### src/design/ti_bus_pkg.sv
/*
 * ti_bus_pkg
 * data types of the CPU memory bus, region select encoding
 * and the read pipeline depth
 */
package ti_bus_pkg;

  typedef logic [15:0] word_t;  // cpu data word
  typedef logic [7:0]  byte_t;  // one byte lane

  // which store answers an access
  typedef enum logic [2:0] {
    REG_NONE     = 3'd0,  // unmapped, reads zero
    REG_ROM      = 3'd1,
    REG_PAD      = 3'd2,
    REG_GROM_EXT = 3'd3,
    REG_RAM_EXP  = 3'd4
  } region_e;

  // decode + store + combiner
  localparam int READ_LATENCY = 3;

endpackage

### src/design/read_mux.sv
`timescale 1ns/1ns
/*
 * read_mux
 * stage 3: picks the ROM or RAM word by region and registers
 * the read response, zero for unmapped reads
 */
module read_mux
  import ti_bus_pkg::*;
(
  input  logic    clk,
  input  logic    i_arst_n,
  input  logic    i_rd_valid,
  input  region_e i_region,
  input  word_t   i_rom_word,
  input  word_t   i_ram_word,
  output logic    o_rvalid,
  output word_t   o_rdata
);

  word_t sel_word;

  always_comb
  begin
    case (i_region)
      REG_ROM:                            sel_word = i_rom_word;
      REG_PAD, REG_GROM_EXT, REG_RAM_EXP: sel_word = i_ram_word;
      default:                            sel_word = '0;  // unmapped
    endcase
  end

  always_ff @(posedge clk or negedge i_arst_n)
  begin
    if (!i_arst_n)
    begin
      o_rvalid <= 1'b0;
      o_rdata  <= '0;
    end
    else
    begin
      o_rvalid <= i_rd_valid;                       // one-cycle pulse
      o_rdata  <= i_rd_valid ? sel_word : word_t'(0); // bus idles at 0
    end
  end

endmodule

### config.mk
export PLATFORM = sky130hd
export DESIGN_NAME = read_mux
export DESIGN_NICKNAME = d
export VERILOG_FILES = /design/src/design/ti_bus_pkg.sv /design/src/design/read_mux.sv
export SDC_FILE = /design/constraint.sdc
export NUM_CORES = 1
export LEC_CHECK = 0
export BUFFER_PORTS_ARGS = -buffer_cell sky130_fd_sc_hd__buf_2
export CAP_MARGIN = 5
export CORE_UTILIZATION = 52
export CTS_BUF_LIST = sky130_fd_sc_hd__clkbuf_4
export DETAILED_ROUTE_END_ITERATION = 10
export PLACE_DENSITY = 0.88
export SYNTH_ARGS = -nofsm -noshare
export SYNTH_HDL_FRONTEND = slang
export SYNTH_SLANG_ARGS = --single-unit
### constraint.sdc
create_clock -name clk -period 0.8 [get_ports clk]
set_input_delay 0 -clock clk [delete_from_list [all_inputs] [get_ports clk]]
set_output_delay 0 -clock clk [all_outputs]
set_load 0.02 [all_outputs]
==> flow_summary.json <==
{
  "tritoncts": "built",
  "vdd_ir_drop_max_uv": 795,
  "start_util": 0.577,
  "syn_to_final_growth_pct": 33.1,
  "core-area_mm2": 0.00206,
  "yosysWarningCount": 0,
  "violations": "setup timing",
  "p_per_area_mw_per_mm2": 1210,
  "grt_max_degree": 41,
  "routed-wl-met3_um": 108,
  "finalCritPeriodShare": 1.02,
  "dpl.cell_count": 167,
  "comb_power_share": 0.270,
  "cts_buffer_depth": 2,
  "rsz0062_at_grt": "yes",
  "maxSlewViolCount": 0,
  "status": "complete, but fails checks",
  "clockPowerShare": 0.250,
  "netlist_area_mm2": 0.00119,
  "avgViaCountPerCell": 5.91,
  "p_sw_mw": 0.513,
  "worstPathMaxFanout": 1,
  "hold_violations": 0,
  "drv_cap": 0,
  "fin_crit_ps": 813,
  "routedWlPerCell_um": 16.1,
  "grt_pass1_wl_um": 4600,
  "crit_path_start_kind": "register",
  "dr.pass1.iters": 4,
  "highest_layer": "met4",
  "internal-power_mw": 1.41,
  "utilization": 0.768,
  "synth-edff-count": 0,
  "max_freq_mhz": 1230,
  "setup_viol": 6,
  "io_pins": 55,
  "port_buffers": 54,
  "finalNetCount": 184,
  "drt_wl_total_um": 2780,
  "die_y_um": 49.8,
  "place_congestion": 0.685,
  "grt_pass1_vias": 1018,
  "path_class": "reg -> out",
  "grtUsageTotal": 0.246,
  "syn_inst": 96,
  "drive_gt1_frac": 0.469,
  "ys_seq_area_frac": 0.358,
  "m1WireLength_um": 1130,
  "syn_nets": 134,
  "p_sw_frac": 0.267,
  "crit_family": "flip-flops",
  "pre_cts_ws_ps": -385,
  "arrival_ps": 810,
  "synth-main-ff-cell": "dfrtp_1",
  "vias": 1016,
  "ys_ff_latch": 17,
  "die_area_mm2": 0.00248,
  "clkTransAtPathRegs_ps": 100,
  "power_mw": 1.92,
  "worstHoldPathType": "in -> reg",
  "drc": 0,
  "die_w_um": 49.8,
  "dp_hpwl_um": 1910,
  "route.met2.wl_um": 1490,
  "num_antenna_cells": 0,
  "ys_types": 12,
  "cts.sinks": 17,
  "post_cts_buffers": 0,
  "whs_ps": 23.6,
  "grt_overflow": 0,
  "seq_power_share": 0.480,
  "async_flop_share": 1.00,
  "setup_ws_ps": -13.2,
  "fp-row-count": 16,
  "cts_root_buffer": "clkbuf_4",
  "p_leak_nw": 0.839,
  "worstPathRequired_ps": 800,
  "syn_area_per_cell_um2": 12.4,
  "synth_commonest_cells": "17 x and4bb_1, 17 x dfrtp_1, 16 x and3b_1, 16 x o31a_1, 11 x nor4bb_1",
  "yosysTopAreaCell": "dfrtp_1",
  "critPathMaxStageDelay_ps": 400,
  "drt_iter0_drc": 5,
  "crit_buf_inv": 1,
  "netlist_top_cells_area": "dfrtp_1 36%, and4bb_1 18%, and3b_1 12%",
  "ant_nets": 0,
  "endpoint_kind": "primary output",
  "grt_antenna_before_repair": 0,
  "path_cells": "buf_6",
  "max-slew-margin-rel": 0.737,
  "cts_buffers": 3,
  "synthDominantCellAreaShare": 0.358,
  "fin_cells": 172,
  "htree_levels": 1,
  "worst_slew_pin_slew_ps": 394,
  "cp_slowest_cell": "dfrtp_1"
}
==> final timing paths <==
kind,start,depth (start not counted),to,slack [ps]
min in group asynchronous,i_arst_n,2,o_rdata[13],160
hold / removal,i_rd_valid,1,o_rvalid,20
setup / recovery,o_rdata[10],1,o_rdata[10],-10
max in group asynchronous,i_arst_n,2,o_rdata[15],360
==> area by class of cell <==
cell class	count	area [µm²]
well taps	27	33.8
fillers	135	478
clock buffers	4	30.0
flip-flops and latches	17	425
repair buffers	60	435
multi-input cells	64	659
==> flip-flops by register name, summed over array words and instances, names as in the netlist <==
name / cells
o_rvalid: 1
o_rdata: 16
==> repair_timing <==
item / 4_1_cts / 5_1_grt
setup endpoints to repair: 21 / 20
hold buffers: 1 / 0
gates resized for setup: 30 / 9
hold endpoints to repair: 17 / 0
==> layer usage <==
layer	track usage	vias to the layer above
met5	0	-
met4	0.105	0
met3	0.0154	4
met2	0.455	38
met1	0.289	487
li1	-	487
==> placed cells by master, fill, tap and decap left out, types with 4 or more instances in the layout <==
master,n
and4bb_2,4
buf_2,34
and3b_1,16
dfrtp_1,17
clkbuf_4,5
buf_4,6
and4bb_1,17
buf_6,18
o31a_1,16
nor4bb_1,10
==> through the flow <==
step                cell area, µm²  TNS, ps
global route                  1580     -394
CTS                           1550    -94.0
floorplan                     1190        0
finish                        1580    -44.0
global placement              1420    -3950
detailed placement            1420    -4770
==> cells by family (layout without fill, tap and decap cells) <==
logic type,after synthesis,in the layout,synth area share
simple gates,48,48,0.431
flops,17,17,0.358
compound gates,16,16,0.118
buf+inv,15,64,0.0936
==> power groups by stage <==
stage | Combinational (mW) | Clock, mW | Sequential [mW]
floorplan | 0.235 | 0 | 0.986
global placement | 0.435 | 0 | 0.926
detailed placement | 0.456 | 0 | 0.928
CTS | 0.505 | 0.490 | 0.920
global route | 0.563 | 0.517 | 0.925
finish | 0.520 | 0.481 | 0.922
Note: power is estimated with default switching activity, not from simulation.
