<file path="src/design/mem/system_rom.mem">
// system rom image, one 16-bit hex word per line
// line n holds the word at rom index n (address bits 4..0)
83E0
0024
0900
0A00
C0A1
0300
0460
0A36
D820
8C02
0201
4000
06A0
0B3C
1300
10FE
2FE0
C80B
0380
045B
B1C2
7E4D
3A95
E617
5C08
91F3
0D6E
F4A1
28B7
6C59
AE30
1F0D

</file>
<file path="src/design/ti_bus_pkg.sv">
/*
 * ti_bus_pkg
 * data types of the CPU memory bus, region select encoding
 * and the read pipeline depth
 */
package ti_bus_pkg;

  typedef logic [15:0] word_t;  // cpu data word
  typedef logic [7:0]  byte_t;  // one byte lane

  // which store answers an access
  typedef enum logic [2:0] {
    REG_NONE     = 3'd0,  // unmapped, reads zero
    REG_ROM      = 3'd1,
    REG_PAD      = 3'd2,
    REG_GROM_EXT = 3'd3,
    REG_RAM_EXP  = 3'd4
  } region_e;

  // decode + store + combiner
  localparam int READ_LATENCY = 3;

endpackage

</file>
<file path="src/design/ti_mem_map_pkg.sv">
/*
 * ti_mem_map_pkg
 * CPU-side memory map: address widths, store sizes and the upper-address
 * tags that select the ROM, scratchpad, GROM extension and RAM expansion
 */
package ti_mem_map_pkg;

  // ==================================================
  // widths and sizes
  // ==================================================
  localparam int ADDR_W    = 23;                 // word address from the cpu bus
  localparam int PAGE_LSB  = 12;                 // 4K-word pages
  localparam int PAGE_W    = ADDR_W - PAGE_LSB;  // bits 22..12
  localparam int GROM_LSB  = 15;                 // grom window tag starts here
  localparam int ROM_WORDS = 32;                 // stored rom words, mirrored
  localparam int ROM_AW    = $clog2(ROM_WORDS);
  localparam int PAD_AW    = 9;                  // 512 words = 1K bytes
  localparam int EXP_AW    = 14;                 // 16K words each

  // ==================================================
  // region tags
  // ==================================================
  localparam logic [PAGE_W-1:0]          ROM_TAG  = '0;       // bits 22..12
  localparam logic [ADDR_W-PAD_AW-1:0]   PAD_TAG  = 14'h0040; // bits 22..9
  localparam logic [ADDR_W-GROM_LSB-1:0] GROM_TAG = 8'h01;    // bits 22..15

  // grom pages 3..6 (bits 14..12) hold the cartridge extension
  localparam logic [2:0] GROM_EXT_FIRST = 3'd3;
  localparam logic [2:0] GROM_EXT_LAST  = 3'd6;

  // ram expansion pages, bits 22..12
  localparam int RAM_EXP_N = 6;
  localparam logic [PAGE_W-1:0] RAM_EXP_PAGES [RAM_EXP_N] = '{
    11'h002, 11'h00A, 11'h00C, 11'h00D, 11'h00E, 11'h00F
  };
  localparam logic [2:0] RAM_LOW_BANK = 3'd2;  // folds onto offset 0

  localparam string ROM_FILE = "/design/src/design/mem/system_rom.mem";

endpackage
</file>
<file path="src/design/mem_map_decode.sv">
`timescale 1ns/1ns
/*
 * mem_map_decode
 * stage 1: decodes the word address into a region, folds the 32K
 * expansion into one block and qualifies the byte-lane write enables
 */
module mem_map_decode
  import ti_bus_pkg::*, ti_mem_map_pkg::*;
(
  input  logic              clk,
  input  logic              i_arst_n,
  input  logic              i_req,
  input  logic              i_we_n,
  input  logic              i_lb_n,
  input  logic              i_ub_n,
  input  logic [ADDR_W-1:0] i_adr,
  input  word_t             i_wdata,
  output logic              o_valid,
  output logic              o_rd,
  output region_e           o_region,
  output logic [ROM_AW-1:0] o_rom_idx,
  output logic [PAD_AW-1:0] o_pad_idx,
  output logic [EXP_AW-1:0] o_exp_idx,
  output logic [EXP_AW-1:0] o_ram_idx,
  output word_t             o_wdata,
  output logic              o_we_lo,
  output logic              o_we_hi
);

  logic [PAGE_W-1:0] page;
  logic [2:0]        bank;      // bits 14..12
  logic              ram_hit;
  logic              grom_ext;
  logic              wr_ok;     // write into a writable store
  region_e           region_d;

  assign page = i_adr[ADDR_W-1:PAGE_LSB];
  assign bank = i_adr[PAGE_LSB+2:PAGE_LSB];
  assign grom_ext = (bank >= GROM_EXT_FIRST) && (bank <= GROM_EXT_LAST);

  always_comb
  begin
    ram_hit = 1'b0;
    for (int k = 0; k < RAM_EXP_N; k++)
    begin
      if (page == RAM_EXP_PAGES[k])
        ram_hit = 1'b1;
    end
  end

  // ==================================================
  // region priority: rom, pad, ram exp, then grom
  // ==================================================
  always_comb
  begin
    if (!i_req)
      region_d = REG_NONE;                              // idle cycle
    else if (page == ROM_TAG)
      region_d = REG_ROM;
    else if (i_adr[ADDR_W-1:PAD_AW] == PAD_TAG)
      region_d = REG_PAD;
    else if (ram_hit)
      region_d = REG_RAM_EXP;                           // wins over grom window
    else if ((i_adr[ADDR_W-1:GROM_LSB] == GROM_TAG) && grom_ext)
      region_d = REG_GROM_EXT;
    else
      region_d = REG_NONE;                              // system grom etc read 0
  end

  assign wr_ok = i_req && !i_we_n &&
                 (region_d inside {REG_PAD, REG_GROM_EXT, REG_RAM_EXP});

  always_ff @(posedge clk or negedge i_arst_n)
  begin
    if (!i_arst_n)
    begin
      o_valid  <= 1'b0;
      o_rd     <= 1'b0;
      o_region <= REG_NONE;
      o_we_lo  <= 1'b0;
      o_we_hi  <= 1'b0;
    end
    else
    begin
      o_valid  <= i_req;
      o_rd     <= i_req & i_we_n;
      o_region <= region_d;
      o_we_lo  <= wr_ok & ~i_lb_n;  // lb = bits 7..0
      o_we_hi  <= wr_ok & ~i_ub_n;  // ub = bits 15..8
    end
  end

  // indices and write data
  always_ff @(posedge clk)
  begin
    o_rom_idx <= i_adr[ROM_AW-1:0];  // mirrored over the 4K page
    o_pad_idx <= i_adr[PAD_AW-1:0];
    o_exp_idx <= i_adr[EXP_AW-1:0];
    // 2000..3FFF lands at offset 0, others keep bits 13..12
    o_ram_idx <= {(bank == RAM_LOW_BANK) ? 2'b00 : i_adr[PAGE_LSB+1:PAGE_LSB],
                  i_adr[PAGE_LSB-1:0]};
    o_wdata   <= i_wdata;
  end

endmodule

</file>
<file path="config.mk">
export PLATFORM = sky130hd
export DESIGN_NAME = mem_map_decode
export DESIGN_NICKNAME = d
export VERILOG_FILES = /design/src/design/ti_bus_pkg.sv /design/src/design/ti_mem_map_pkg.sv /design/src/design/mem_map_decode.sv
export SDC_FILE = /design/constraint.sdc
export NUM_CORES = 1
export LEC_CHECK = 0
export BUFFER_PORTS_ARGS = -buffer_cell sky130_fd_sc_hd__buf_4
export CELL_PAD_IN_SITES_DETAIL_PLACEMENT = 1
export CELL_PAD_IN_SITES_GLOBAL_PLACEMENT = 2
export CORE_MARGIN = 2
export CORE_UTILIZATION = 21
export DETAILED_ROUTE_END_ITERATION = 10
export HOLD_SLACK_MARGIN = 0.15
export PLACE_DENSITY = 0.81
export SLEW_MARGIN = 20
export SYNTH_ARGS = -nofsm -noshare
export SYNTH_HDL_FRONTEND = slang
export SYNTH_SLANG_ARGS = --single-unit
</file>
<file path="constraint.sdc">
create_clock -name clk -period 1.05 [get_ports clk]
set_input_delay 0.0525 -clock clk [delete_from_list [all_inputs] [get_ports clk]]
set_output_delay 0.0525 -clock clk [all_outputs]
set_load 0.05 [all_outputs]
</file>
==> impl_metrics.py, run 1 <==
metrics = {
    "global_routing": {
        "grt.total_usage_pct": 13.7,
        "grt_start_max_net_pins": 13,
        "antenna_found_initial": 0,
        "grt_pass1_wl_mm": 6.27,
        "grt_pass1_vias": 1158,
        "overflow": 0,
    },
    "timing": {
        "slew_headroom_pct": 78.8,
        "setup_viol": 0,
        "fmax_ghz": 0.973,
        "setup_ws_ns": 0.0218,
        "tightest_slew_ns": 0.315,
        "whs_ns": 0.0790,
        "hold_viol_final": 0,
        "finalCriticalPeriod_ns": 1.03,
        "period_share_pct": 97.9,
        "rsz0062_at_grt": "false",
        "slew_violations": 0,
    },
    "job": {
        "drv_cap": 0,
    },
    "floorplanning": {
        "start_util_pct": 21.7,
        "io_pins": 110,
        "die-area_um2": 6270,
        "core_area_um2": 5470,
        "die_w_um": 79.2,
        "rows": 27,
        "fp.dieH_um": 79.2,
    },
    "setup_path": {
        "critical_path_class": "primary input to flop",
        "cp-start-kind": "primary input",
        "cp-end-kind": "flop",
        "cpMaxStageDelayCell": "dlygate4sd3_1",
        "cp_cell_sequence": "dlygate4sd3_1 -> buf_4 -> or3_1 -> nor3_1",
        "cp_top_family": "buffers and inverters",
        "worstPathRequired_ns": 1.25,
        "cpPeakStageDelay_ns": 0.54,
        "cp_max_fo": 3,
        "cp.buffers_inverters": 2,
        "arrival_ns": 1.23,
    },
    "detailed_routing": {
        "vias": 1131,
        "antenna_left": 0,
        "drtIter0Drc": 23,
        "drc_errors": 0,
        "first_pass_iters": 4,
        "wire_per_inst_um": 14.3,
        "vias_per_cell": 3.89,
        "routed_wirelength_mm": 4.15,
    },
    "synth": {
        "synth.distinct_cells": 24,
        "synth_compound_area_share_pct": 4.11,
        "yosys_register_bits": 39,
        "ys_seq_area_share_pct": 68.7,
        "synthCells": 91,
        "async_reset_ff_share_pct": 17.9,
        "synthesis.nets": 136,
        "synthXorXnorAreaFrac_pct": 0,
        "postSynthAreaPerCell_um2": 13.0,
        "synth_edf_count": 0,
        "yosys-mux-area-fraction_pct": 0,
        "synth_top_family_by_area": "buffers and inverters",
        "synthFlopType": "dfxtp_1",
        "yosysWarnings": 0,
        "syn_area_um2": 1190,
        "synthSimpleGateAreaFrac_pct": 8.32,
        "synthAdderAreaFrac_pct": 0,
    },
    "power": {
        "powerDensity_nw_per_um2": 1520,
        "total_power_w": 0.00363,
        "leakagePower_nw": 1.14,
        "ir_worst_vdd_mv": 0.657,
    },
    "final_layout": {
        "final_cells": 291,
        "fin_nets": 263,
        "drive_gt1_share_pct": 55.7,
        "antenna_cells_inserted": 0,
        "syn2layout_area_growth_pct": 101,
        "multiInputGateArea_um2": 153,
        "regArea_um2": 816,
        "fill_cells": 607,
    },
    "clocking": {
        "clk_pin_slew_ns": 0.08,
        "clockBufferDepth": 2,
        "cts.htree.levels": 2,
        "root_buffer": "clkbuf_8",
        "clock-sinks": 39,
        "numCtsBuffers": 5,
        "postCtsSetupRepairBufs": 0,
        "tritoncts": "built",
    },
    "placement": {
        "place.detailed.hpwl_mm": 2.91,
        "place_congestion": 0.689,
        "dp_slack_ns": -0.251,
        "portBuffers": 109,
        "dp.cells": 245,
    },
    "run_status": {
        "status": "finished, final reports clean",
    },
    "hold_path": {
        "hold_class": "primary input to flop",
    },
}
-- per-stage QoR --
stage / utilization (%) / area [um^2] / TNS (ns)
finish: 43.5 / 2380 / 0
CTS: 43.6 / 2380 / 0
global placement: 34.5 / 1890 / -0.581
global route: 43.5 / 2380 / 0
floorplan: - / 1190 / -0.118
detailed placement: 34.5 / 1890 / -0.646
-- layout by cell type, fill, tap and decap left out, drive strengths merged, types with 2 or more instances in the layout --
| cell | n |
|---|---|
| buf | 110 |
| dlygate4sd3 | 39 |
| dfxtp | 32 |
| clkbuf | 7 |
| dfrtp | 7 |
| nor4 | 3 |
| or3 | 3 |
| nor2 | 2 |
| nor3 | 2 |
-- repair_timing --
action	in CTS	in global routing
endpoints found under the hold margin	46	9
setup endpoints to repair	0	7
hold buffers	39	1
gates resized for setup	0	1
-- per-layer routing --
metal	global-route usage, %	part of all wire, %	vias to the layer above
li1	-	-	524
met1	13.8	36	529
met2	24.0	50	71
met3	6.02	12	7
met4	6.72	2.0	0
met5	0	0	-
-- registers in the layout (all words and copies together) (netlist names) --
name and count:
o_exp_idx 6, o_pad_idx 6, o_ram_idx 2, o_rd 1, o_region 3, o_rom_idx 2, o_valid 1, o_wdata 16
o_we_hi 1, o_we_lo 1
-- logic make-up (layout without fill, tap and decap cells) --
| family | Yosys count | count (layout) |
|---|---|---|
| compound gates | 6 | 6 |
| buf+inv | 30 | 158 |
| flops | 39 | 39 |
| simple gates | 16 | 16 |
-- synth_stat cells (2+ instances only) --
master	number	area (um^2)
dfrtp_1	7	175
nor4_1	3	18.8
dfxtp_1	32	641
nor3_1	2	10.0
nor2_1	2	7.51
buf_4	26	195
or3_1	2	12.5
-- area by class of cell --
type                       instances  share of cell area (%)
sequential                        39                    34.2
tap                               72                    3.78
timing repair buffer             149                    51.1
clock buffer                       7                    4.04
clock inverter                     1                   0.315
inverter                           1                   0.158
multi-input combinational         22                    6.41
-- report_power, final --
group	switching [W]	internal, W
clock	0.000507	0.000597
sequential	0.0000368	0.00155
combinational	0.000570	0.000369
-- path summary, 6_finish.rpt --
path | from | to | slack, ns | depth (start not counted)
max in group asynchronous | i_arst_n | o_we_hi$_DFF_PN0_ | 0.29 | 3
min in group asynchronous | i_arst_n | o_region[1]$_DFF_PN0_ | 0.63 | 3
hold / removal | i_adr[15] | o_region[0]$_DFF_PN0_ | 0.08 | 3
setup / recovery | i_we_n | o_we_lo$_DFF_PN0_ | 0.02 | 4
Note: power is estimated with default switching activity, not from simulation.
==> inputs of run 2 (changes only) <==
--- a/config.mk
+++ b/config.mk
@@ -5,14 +5,16 @@
 export SDC_FILE = /design/constraint.sdc
 export NUM_CORES = 1
 export LEC_CHECK = 0
+export ABC_AREA = 1
 export BUFFER_PORTS_ARGS = -buffer_cell sky130_fd_sc_hd__buf_4
 export CELL_PAD_IN_SITES_DETAIL_PLACEMENT = 1
 export CELL_PAD_IN_SITES_GLOBAL_PLACEMENT = 2
 export CORE_MARGIN = 2
-export CORE_UTILIZATION = 21
+export CORE_UTILIZATION = 20
 export DETAILED_ROUTE_END_ITERATION = 10
 export HOLD_SLACK_MARGIN = 0.15
-export PLACE_DENSITY = 0.81
+export MAX_ROUTING_LAYER = met4
+export PLACE_DENSITY = 0.8
 export SLEW_MARGIN = 20
 export SYNTH_ARGS = -nofsm -noshare
 export SYNTH_HDL_FRONTEND = slang
==> run 2 against run 1 <==
Non-clock buffer count is 2 higher. Sequential power hardly changed. Maximum frequency is 4.8% higher. Worst hold slack better by 0.061 ns. Largest cell class unchanged.
==> impl_metrics.py, run 2 <==
metrics = {
    "run_status": {
        "status": "finished, final reports clean",
    },
    "floorplanning": {
        "rows": 28,
        "die_w_um": 81.2,
        "start_util_pct": 20.4,
        "fp.dieH_um": 81.2,
        "die-area_um2": 6600,
        "core_area_um2": 5850,
        "io_pins": 110,
    },
    "final_layout": {
        "mostFrequentLayoutCells": "buf_4 (109), dlygate4sd3_1 (40), dfxtp_1 (32)",
        "fin_nets": 284,
        "antenna_cells_inserted": 0,
        "final_cells": 315,
        "stdcell_area_um2": 2480,
        "largest_reg_flops": 16,
        "drive_gt1_share_pct": 52.9,
        "reg_top3": "o_wdata x16, o_exp_idx x6, o_pad_idx x6",
        "top_register": "o_wdata",
        "final_common_cell": "buf_4",
        "syn2layout_area_growth_pct": 108,
    },
    "timing": {
        "period_share_pct": 93.4,
        "finalCriticalPeriod_ns": 0.981,
        "setup_ws_ns": 0.0693,
        "hold_viol_final": 0,
        "tightest_slew_ns": 0.305,
        "finalSetupTns_ns": 0,
        "rsz0062_at_grt": "false",
        "slew_headroom_pct": 79.6,
        "fmax_ghz": 1.02,
        "setup_viol": 0,
        "slew_violations": 0,
    },
    "synth": {
        "async_reset_ff_share_pct": 17.9,
        "synthCells": 108,
        "synth_common_cells": "dfxtp_1 (32), buf_4 (26), nand2_1 (13)",
        "synthesis.nets": 153,
        "yosysTopAreaCell": "dfxtp_1",
        "yosys_register_bits": 39,
        "postSynthAreaPerCell_um2": 11.0,
        "synth.distinct_cells": 12,
        "yosys.cell_count.top_type": "dfxtp_1",
        "synthFlopType": "dfxtp_1",
        "yosysWarnings": 0,
        "yosys-top-cells-area": "dfxtp_1 (54%), buf_4 (16%), dfrtp_1 (15%), nand2_1 (4.1%), nor2_1 (3.1%)",
        "syn_area_um2": 1190,
        "synth_edf_count": 0,
        "synth_top_area_share_pct": 53.7,
        "ys_seq_area_share_pct": 68.4,
    },
    "hold_path": {
        "hp-start": "i_adr[14]",
        "hold_class": "primary input to flop",
        "holdPathEnd": "o_region[0]$_DFF_PN0_",
        "worstHoldPathCells": 4,
    },
    "setup_path": {
        "cp_max_fo": 7,
        "cp-start-kind": "primary input",
        "cp_cell_sequence": "dlygate4sd3_1 -> buf_4 -> dlygate4sd3_1",
        "worstPathRequired_ns": 1.50,
        "cp.buffers_inverters": 3,
        "arrival_ns": 1.43,
        "crit_top_cell": "dlygate4sd3_1",
        "cp_top_family": "buffers and inverters",
        "critical_path_class": "primary input to async pin",
        "cpPeakStageDelay_ns": 0.72,
        "cpMaxStageDelayCell": "dlygate4sd3_1",
        "cp-end-kind": "async pin",
    },
    "clocking": {
        "clock-sinks": 39,
        "cts.htree.levels": 2,
        "numCtsBuffers": 5,
        "root_buffer": "clkbuf_8",
        "clk_pin_slew_ns": 0.07,
        "tritoncts": "built",
        "clockBufferDepth": 2,
    },
    "detailed_routing": {
        "routed_wirelength_mm": 3.85,
        "drc_errors": 0,
        "antenna_left": 0,
        "vias_per_cell": 3.76,
        "vias": 1185,
        "wire_per_inst_um": 12.2,
        "drtIter0Drc": 15,
        "first_pass_iters": 3,
    },
    "job": {
        "drv_cap": 0,
    },
    "power": {
        "total_power_w": 0.00378,
        "p_int_w": 0.00269,
        "powerDensity_nw_per_um2": 1530,
        "clockPowerShare_pct": 33.4,
        "power_switching_w": 0.00109,
        "pwr-share-seq_pct": 42.0,
        "ir_worst_vdd_mv": 0.539,
        "leakagePower_nw": 1.26,
        "combinationalPowerShare_pct": 24.6,
        "swShare_pct": 28.9,
    },
    "global_routing": {
        "grt.total_usage_pct": 11.1,
        "overflow": 0,
        "grt_start_max_net_pins": 13,
        "antenna_found_initial": 0,
        "grt_pass1_vias": 1205,
        "grt_pass1_wl_mm": 5.33,
    },
    "placement": {
        "placed_area_um2": 1910,
        "dp_slack_ns": -0.0186,
        "place.detailed.hpwl_mm": 2.53,
        "dp.cells": 265,
        "place_congestion": 0.651,
        "portBuffers": 109,
    },
}
[run 2: cell types whose count changed in the layout (fill, tap and decap cells not counted), moves of 2 or more]
cell	change
inv_1	+7
nand2_1	+9
nand2_2	+3
nand3_1	+2
nor2_1	+6
nor2_2	+2
nor4_1	-3
or3_1	-2
[run 2: power by group through the flow]
stage	Combinational, W	Clock [W]	Sequential (W)
final	0.000932	0.00126	0.00159
after global routing	0.000974	0.00137	0.00159
after CTS	0.000918	0.00130	0.00159
after detailed placement	0.000799	0	0.00162
after global placement	0.000792	0	0.00162
after floorplan	0.000290	0	0.00186
[run 2: layer usage]
| layer | track usage (%) | up-vias | routed length, um |
|---|---|---|---|
| met5 | - | - | 0 |
| met4 | 6.10 | 0 | 106 |
| met3 | 2.89 | 11 | 369 |
| met2 | 22.6 | 70 | 2260 |
| met1 | 8.65 | 547 | 1120 |
| li1 | - | 557 | - |
[run 2: metrics by stage]
stage	util (%)	hold slack, ns
after global routing	42.3	0.151
final	42.3	0.140
after global placement	32.6	-0.136
after floorplan	-	-0.243
after CTS	41.4	0.141
after detailed placement	32.6	-0.133
[run 2: what timing repair did]
item / 4_1_cts / 5_1_grt
hold buffers: 40 / 1
buffers inserted: 0 / 1
hold endpoints to repair: 44 / 1
gates resized for setup: 0 / 11
endpoints found under the setup margin: 0 / 2
[run 2: worst max path at each step]
| stage | startpoint | endpoint | slack (ns) | depth (start not counted) |
|---|---|---|---|---|
| 2_1_floorplan | o_pad_idx[0]$_DFF_P_ | o_pad_idx[0] | 0.06 | 1 |
| 3_3_place_gp | i_adr[18] | o_we_lo$_DFF_PN0_ | 0.05 | 10 |
| 3_5_place_dp | i_adr[18] | o_we_lo$_DFF_PN0_ | -0.02 | 10 |
| 4_1_cts | i_req | o_we_lo$_DFF_PN0_ | 0.03 | 8 |
| 5_1_grt | i_adr[15] | o_we_hi$_DFF_PN0_ | 0.01 | 8 |
| 6_report | i_arst_n | o_region[2]$_DFF_PN0_ | 0.07 | 3 |
[run 2: logic make-up after synthesis]
logic type / Yosys count / share of synthesized area, %
AO/OA/AOI/OAI: 3 / 1.26
buffers and inverters: 36 / 19.5
flip-flops: 39 / 68.4
AND/OR/NAND/NOR: 30 / 10.8
[run 2: final cells by class]
| type | count | area, um^2 |
|---|---|---|
| clock buffers | 6 | 82.6 |
| clock inverters | 2 | 35.0 |
| fillers | 689 | 3370 |
| inverters | 9 | 33.8 |
| multi-input cells | 33 | 173 |
| flip-flops and latches | 39 | 816 |
| well taps | 75 | 93.8 |
| repair buffers | 151 | 1240 |
==> inputs of run 3 (changes only) <==
--- a/config.mk
+++ b/config.mk
@@ -5,16 +5,15 @@
 export SDC_FILE = /design/constraint.sdc
 export NUM_CORES = 1
 export LEC_CHECK = 0
-export ABC_AREA = 1
 export BUFFER_PORTS_ARGS = -buffer_cell sky130_fd_sc_hd__buf_4
 export CELL_PAD_IN_SITES_DETAIL_PLACEMENT = 1
 export CELL_PAD_IN_SITES_GLOBAL_PLACEMENT = 2
 export CORE_MARGIN = 2
-export CORE_UTILIZATION = 20
+export CORE_UTILIZATION = 21
 export DETAILED_ROUTE_END_ITERATION = 10
 export HOLD_SLACK_MARGIN = 0.15
 export MAX_ROUTING_LAYER = met4
-export PLACE_DENSITY = 0.8
+export PLACE_DENSITY = 0.81
 export SLEW_MARGIN = 20
 export SYNTH_ARGS = -nofsm -noshare
 export SYNTH_HDL_FRONTEND = slang
==> run 3 against run 2 <==
Via count shrank 5.4%. Global-route usage grew 3.0 points. Largest cell class unchanged. Sequential power is essentially flat. Setup slack lost 0.047 ns. Sequential share of layout area grew 1.3 points. Clock-buffer cell count grew 1. Final cell count shrank 7.6%. First-iteration DRC count grew 47%. Clock power shrank 13%. Cell area shrank 3.8%. Utilization grew 1.2 points. Flip-flop and latch count is the same.
==> impl_metrics.py, run 3 (synthesis results as in run 1) <==
metrics = {
    "run_status": {
        "status": "finished, final reports clean",
    },
    "power": {
        "total_power_w": 0.00363,
        "powerDensity_nw_per_um2": 1520,
        "ir_worst_vdd_mv": 0.656,
        "leakagePower_nw": 1.14,
    },
    "final_layout": {
        "largest_reg_flops": 16,
        "drive_gt1_share_pct": 55.7,
        "reg_top3": "o_wdata x16, o_exp_idx x6, o_pad_idx x6",
        "antenna_cells_inserted": 0,
        "top_register": "o_wdata",
        "final_common_cell": "buf_4",
        "syn2layout_area_growth_pct": 101,
        "stdcell_area_um2": 2380,
        "fin_nets": 263,
        "mostFrequentLayoutCells": "buf_4 (110), dlygate4sd3_1 (39), dfxtp_1 (32)",
    },
    "setup_path": {
        "cp-start-kind": "primary input",
        "cp-end-kind": "flop",
        "cp_max_fo": 3,
        "arrival_ns": 1.23,
        "critical_path_class": "primary input to flop",
        "worstPathRequired_ns": 1.25,
    },
    "timing": {
        "hold_viol_final": 0,
        "tightest_slew_ns": 0.315,
        "fmax_ghz": 0.973,
        "rsz0062_at_grt": "false",
        "slew_violations": 0,
        "slew_headroom_pct": 78.8,
        "period_share_pct": 97.9,
        "setup_viol": 0,
        "finalCriticalPeriod_ns": 1.03,
        "whs_ns": 0.0779,
    },
    "placement": {
        "place_congestion": 0.696,
        "placed_area_um2": 1890,
        "portBuffers": 109,
        "place.detailed.hpwl_mm": 2.91,
    },
    "clocking": {
        "clk_pin_slew_ns": 0.08,
        "clockBufferDepth": 2,
        "numCtsBuffers": 5,
        "tritoncts": "built",
        "root_buffer": "clkbuf_8",
        "clock-sinks": 39,
        "cts.htree.levels": 2,
    },
    "global_routing": {
        "grt_pass1_vias": 1164,
        "antenna_found_initial": 0,
        "grt.total_usage_pct": 14.1,
        "grt_start_max_net_pins": 13,
        "grt_pass1_wl_mm": 6.24,
        "overflow": 0,
    },
    "detailed_routing": {
        "antenna_left": 0,
        "first_pass_iters": 4,
        "drc_errors": 0,
        "vias": 1121,
        "wire_per_inst_um": 14.3,
        "drtIter0Drc": 22,
        "routed_wirelength_mm": 4.15,
        "vias_per_cell": 3.85,
    },
    "job": {
        "drv_cap": 0,
    },
    "floorplanning": {
        "io_pins": 110,
        "die-area_um2": 6270,
        "start_util_pct": 21.7,
        "fp.dieH_um": 79.2,
        "core_area_um2": 5470,
        "rows": 27,
        "die_w_um": 79.2,
    },
    "hold_path": {
        "hold_class": "primary input to flop",
    },
}
[run 3: cell types whose count changed in the layout (fill, tap and decap cells not counted), sizes merged, moves of 2 or more]
cell | previous run | this run
nand2 | 13 | 1
nor2 | 11 | 2
inv | 9 | 1
nand3 | 4 | 1
nor4 | 0 | 3
or3 | 0 | 3
a21oi | 3 | 1
[run 3: metal layers]
layer / GRT usage (%) / vias to the layer above / routed length, um / part of all wire, %
li1: - / 524 / - / -
met5: - / - / 0 / 0
met4: 6.72 / 0 / 85 / 2.0
met3: 5.11 / 7 / 431 / 10
met2: 24.0 / 69 / 2090 / 50
met1: 14.4 / 521 / 1540 / 37
[run 3: cell type report]
type / instances / area, um^2
Clock buffer: 7 / 96.3
Clock inverter: 1 / 7.51
Fill cell: 607 / 3090
Inverter: 1 / 3.75
Multi-Input combinational cell: 22 / 153
Sequential cell: 39 / 816
Tap cell: 72 / 90.1
Timing Repair Buffer: 149 / 1220
[run 3: critical path: stages]
cell           delay (ns)
dlygate4sd3_1        0.54
buf_4                0.14
or3_1                0.36
nor3_1               0.14
[run 3: final timing paths]
path	startpoint	end	slack (ns)	depth (start not counted)
max in group asynchronous	i_arst_n	o_we_hi$_DFF_PN0_	0.29	3
min in group asynchronous	i_arst_n	o_region[1]$_DFF_PN0_	0.63	3
max	i_we_n	o_we_lo$_DFF_PN0_	0.02	4
min	i_adr[15]	o_region[0]$_DFF_PN0_	0.08	3
[run 3: power breakdown]
group	switching [W]	leakage, nW	internal (W)
clock	0.000507	0.0505	0.000597
sequential	0.0000367	0.364	0.00155
combinational	0.000569	0.730	0.000369
total	0.00111	1.14	0.00252
[run 3: timing repair]
item,4_1_cts,5_1_grt
buffers inserted,0,0
endpoints found under the setup margin,0,7
gates resized for setup,0,1
hold endpoints to repair,46,9
hold buffers,39,1
[run 3: through the flow]
stage                     worst slack, ns  utilization, %  std cells  setup TNS [ns]
final                              0.0219            43.5        291               0
after global routing              0.00316            43.5        291               0
after CTS                         0.00374            43.6        292               0
after detailed placement           -0.251            34.5        245          -0.646
after global placement             -0.222            34.5        245          -0.581
after floorplan                   -0.0591               -         91          -0.118
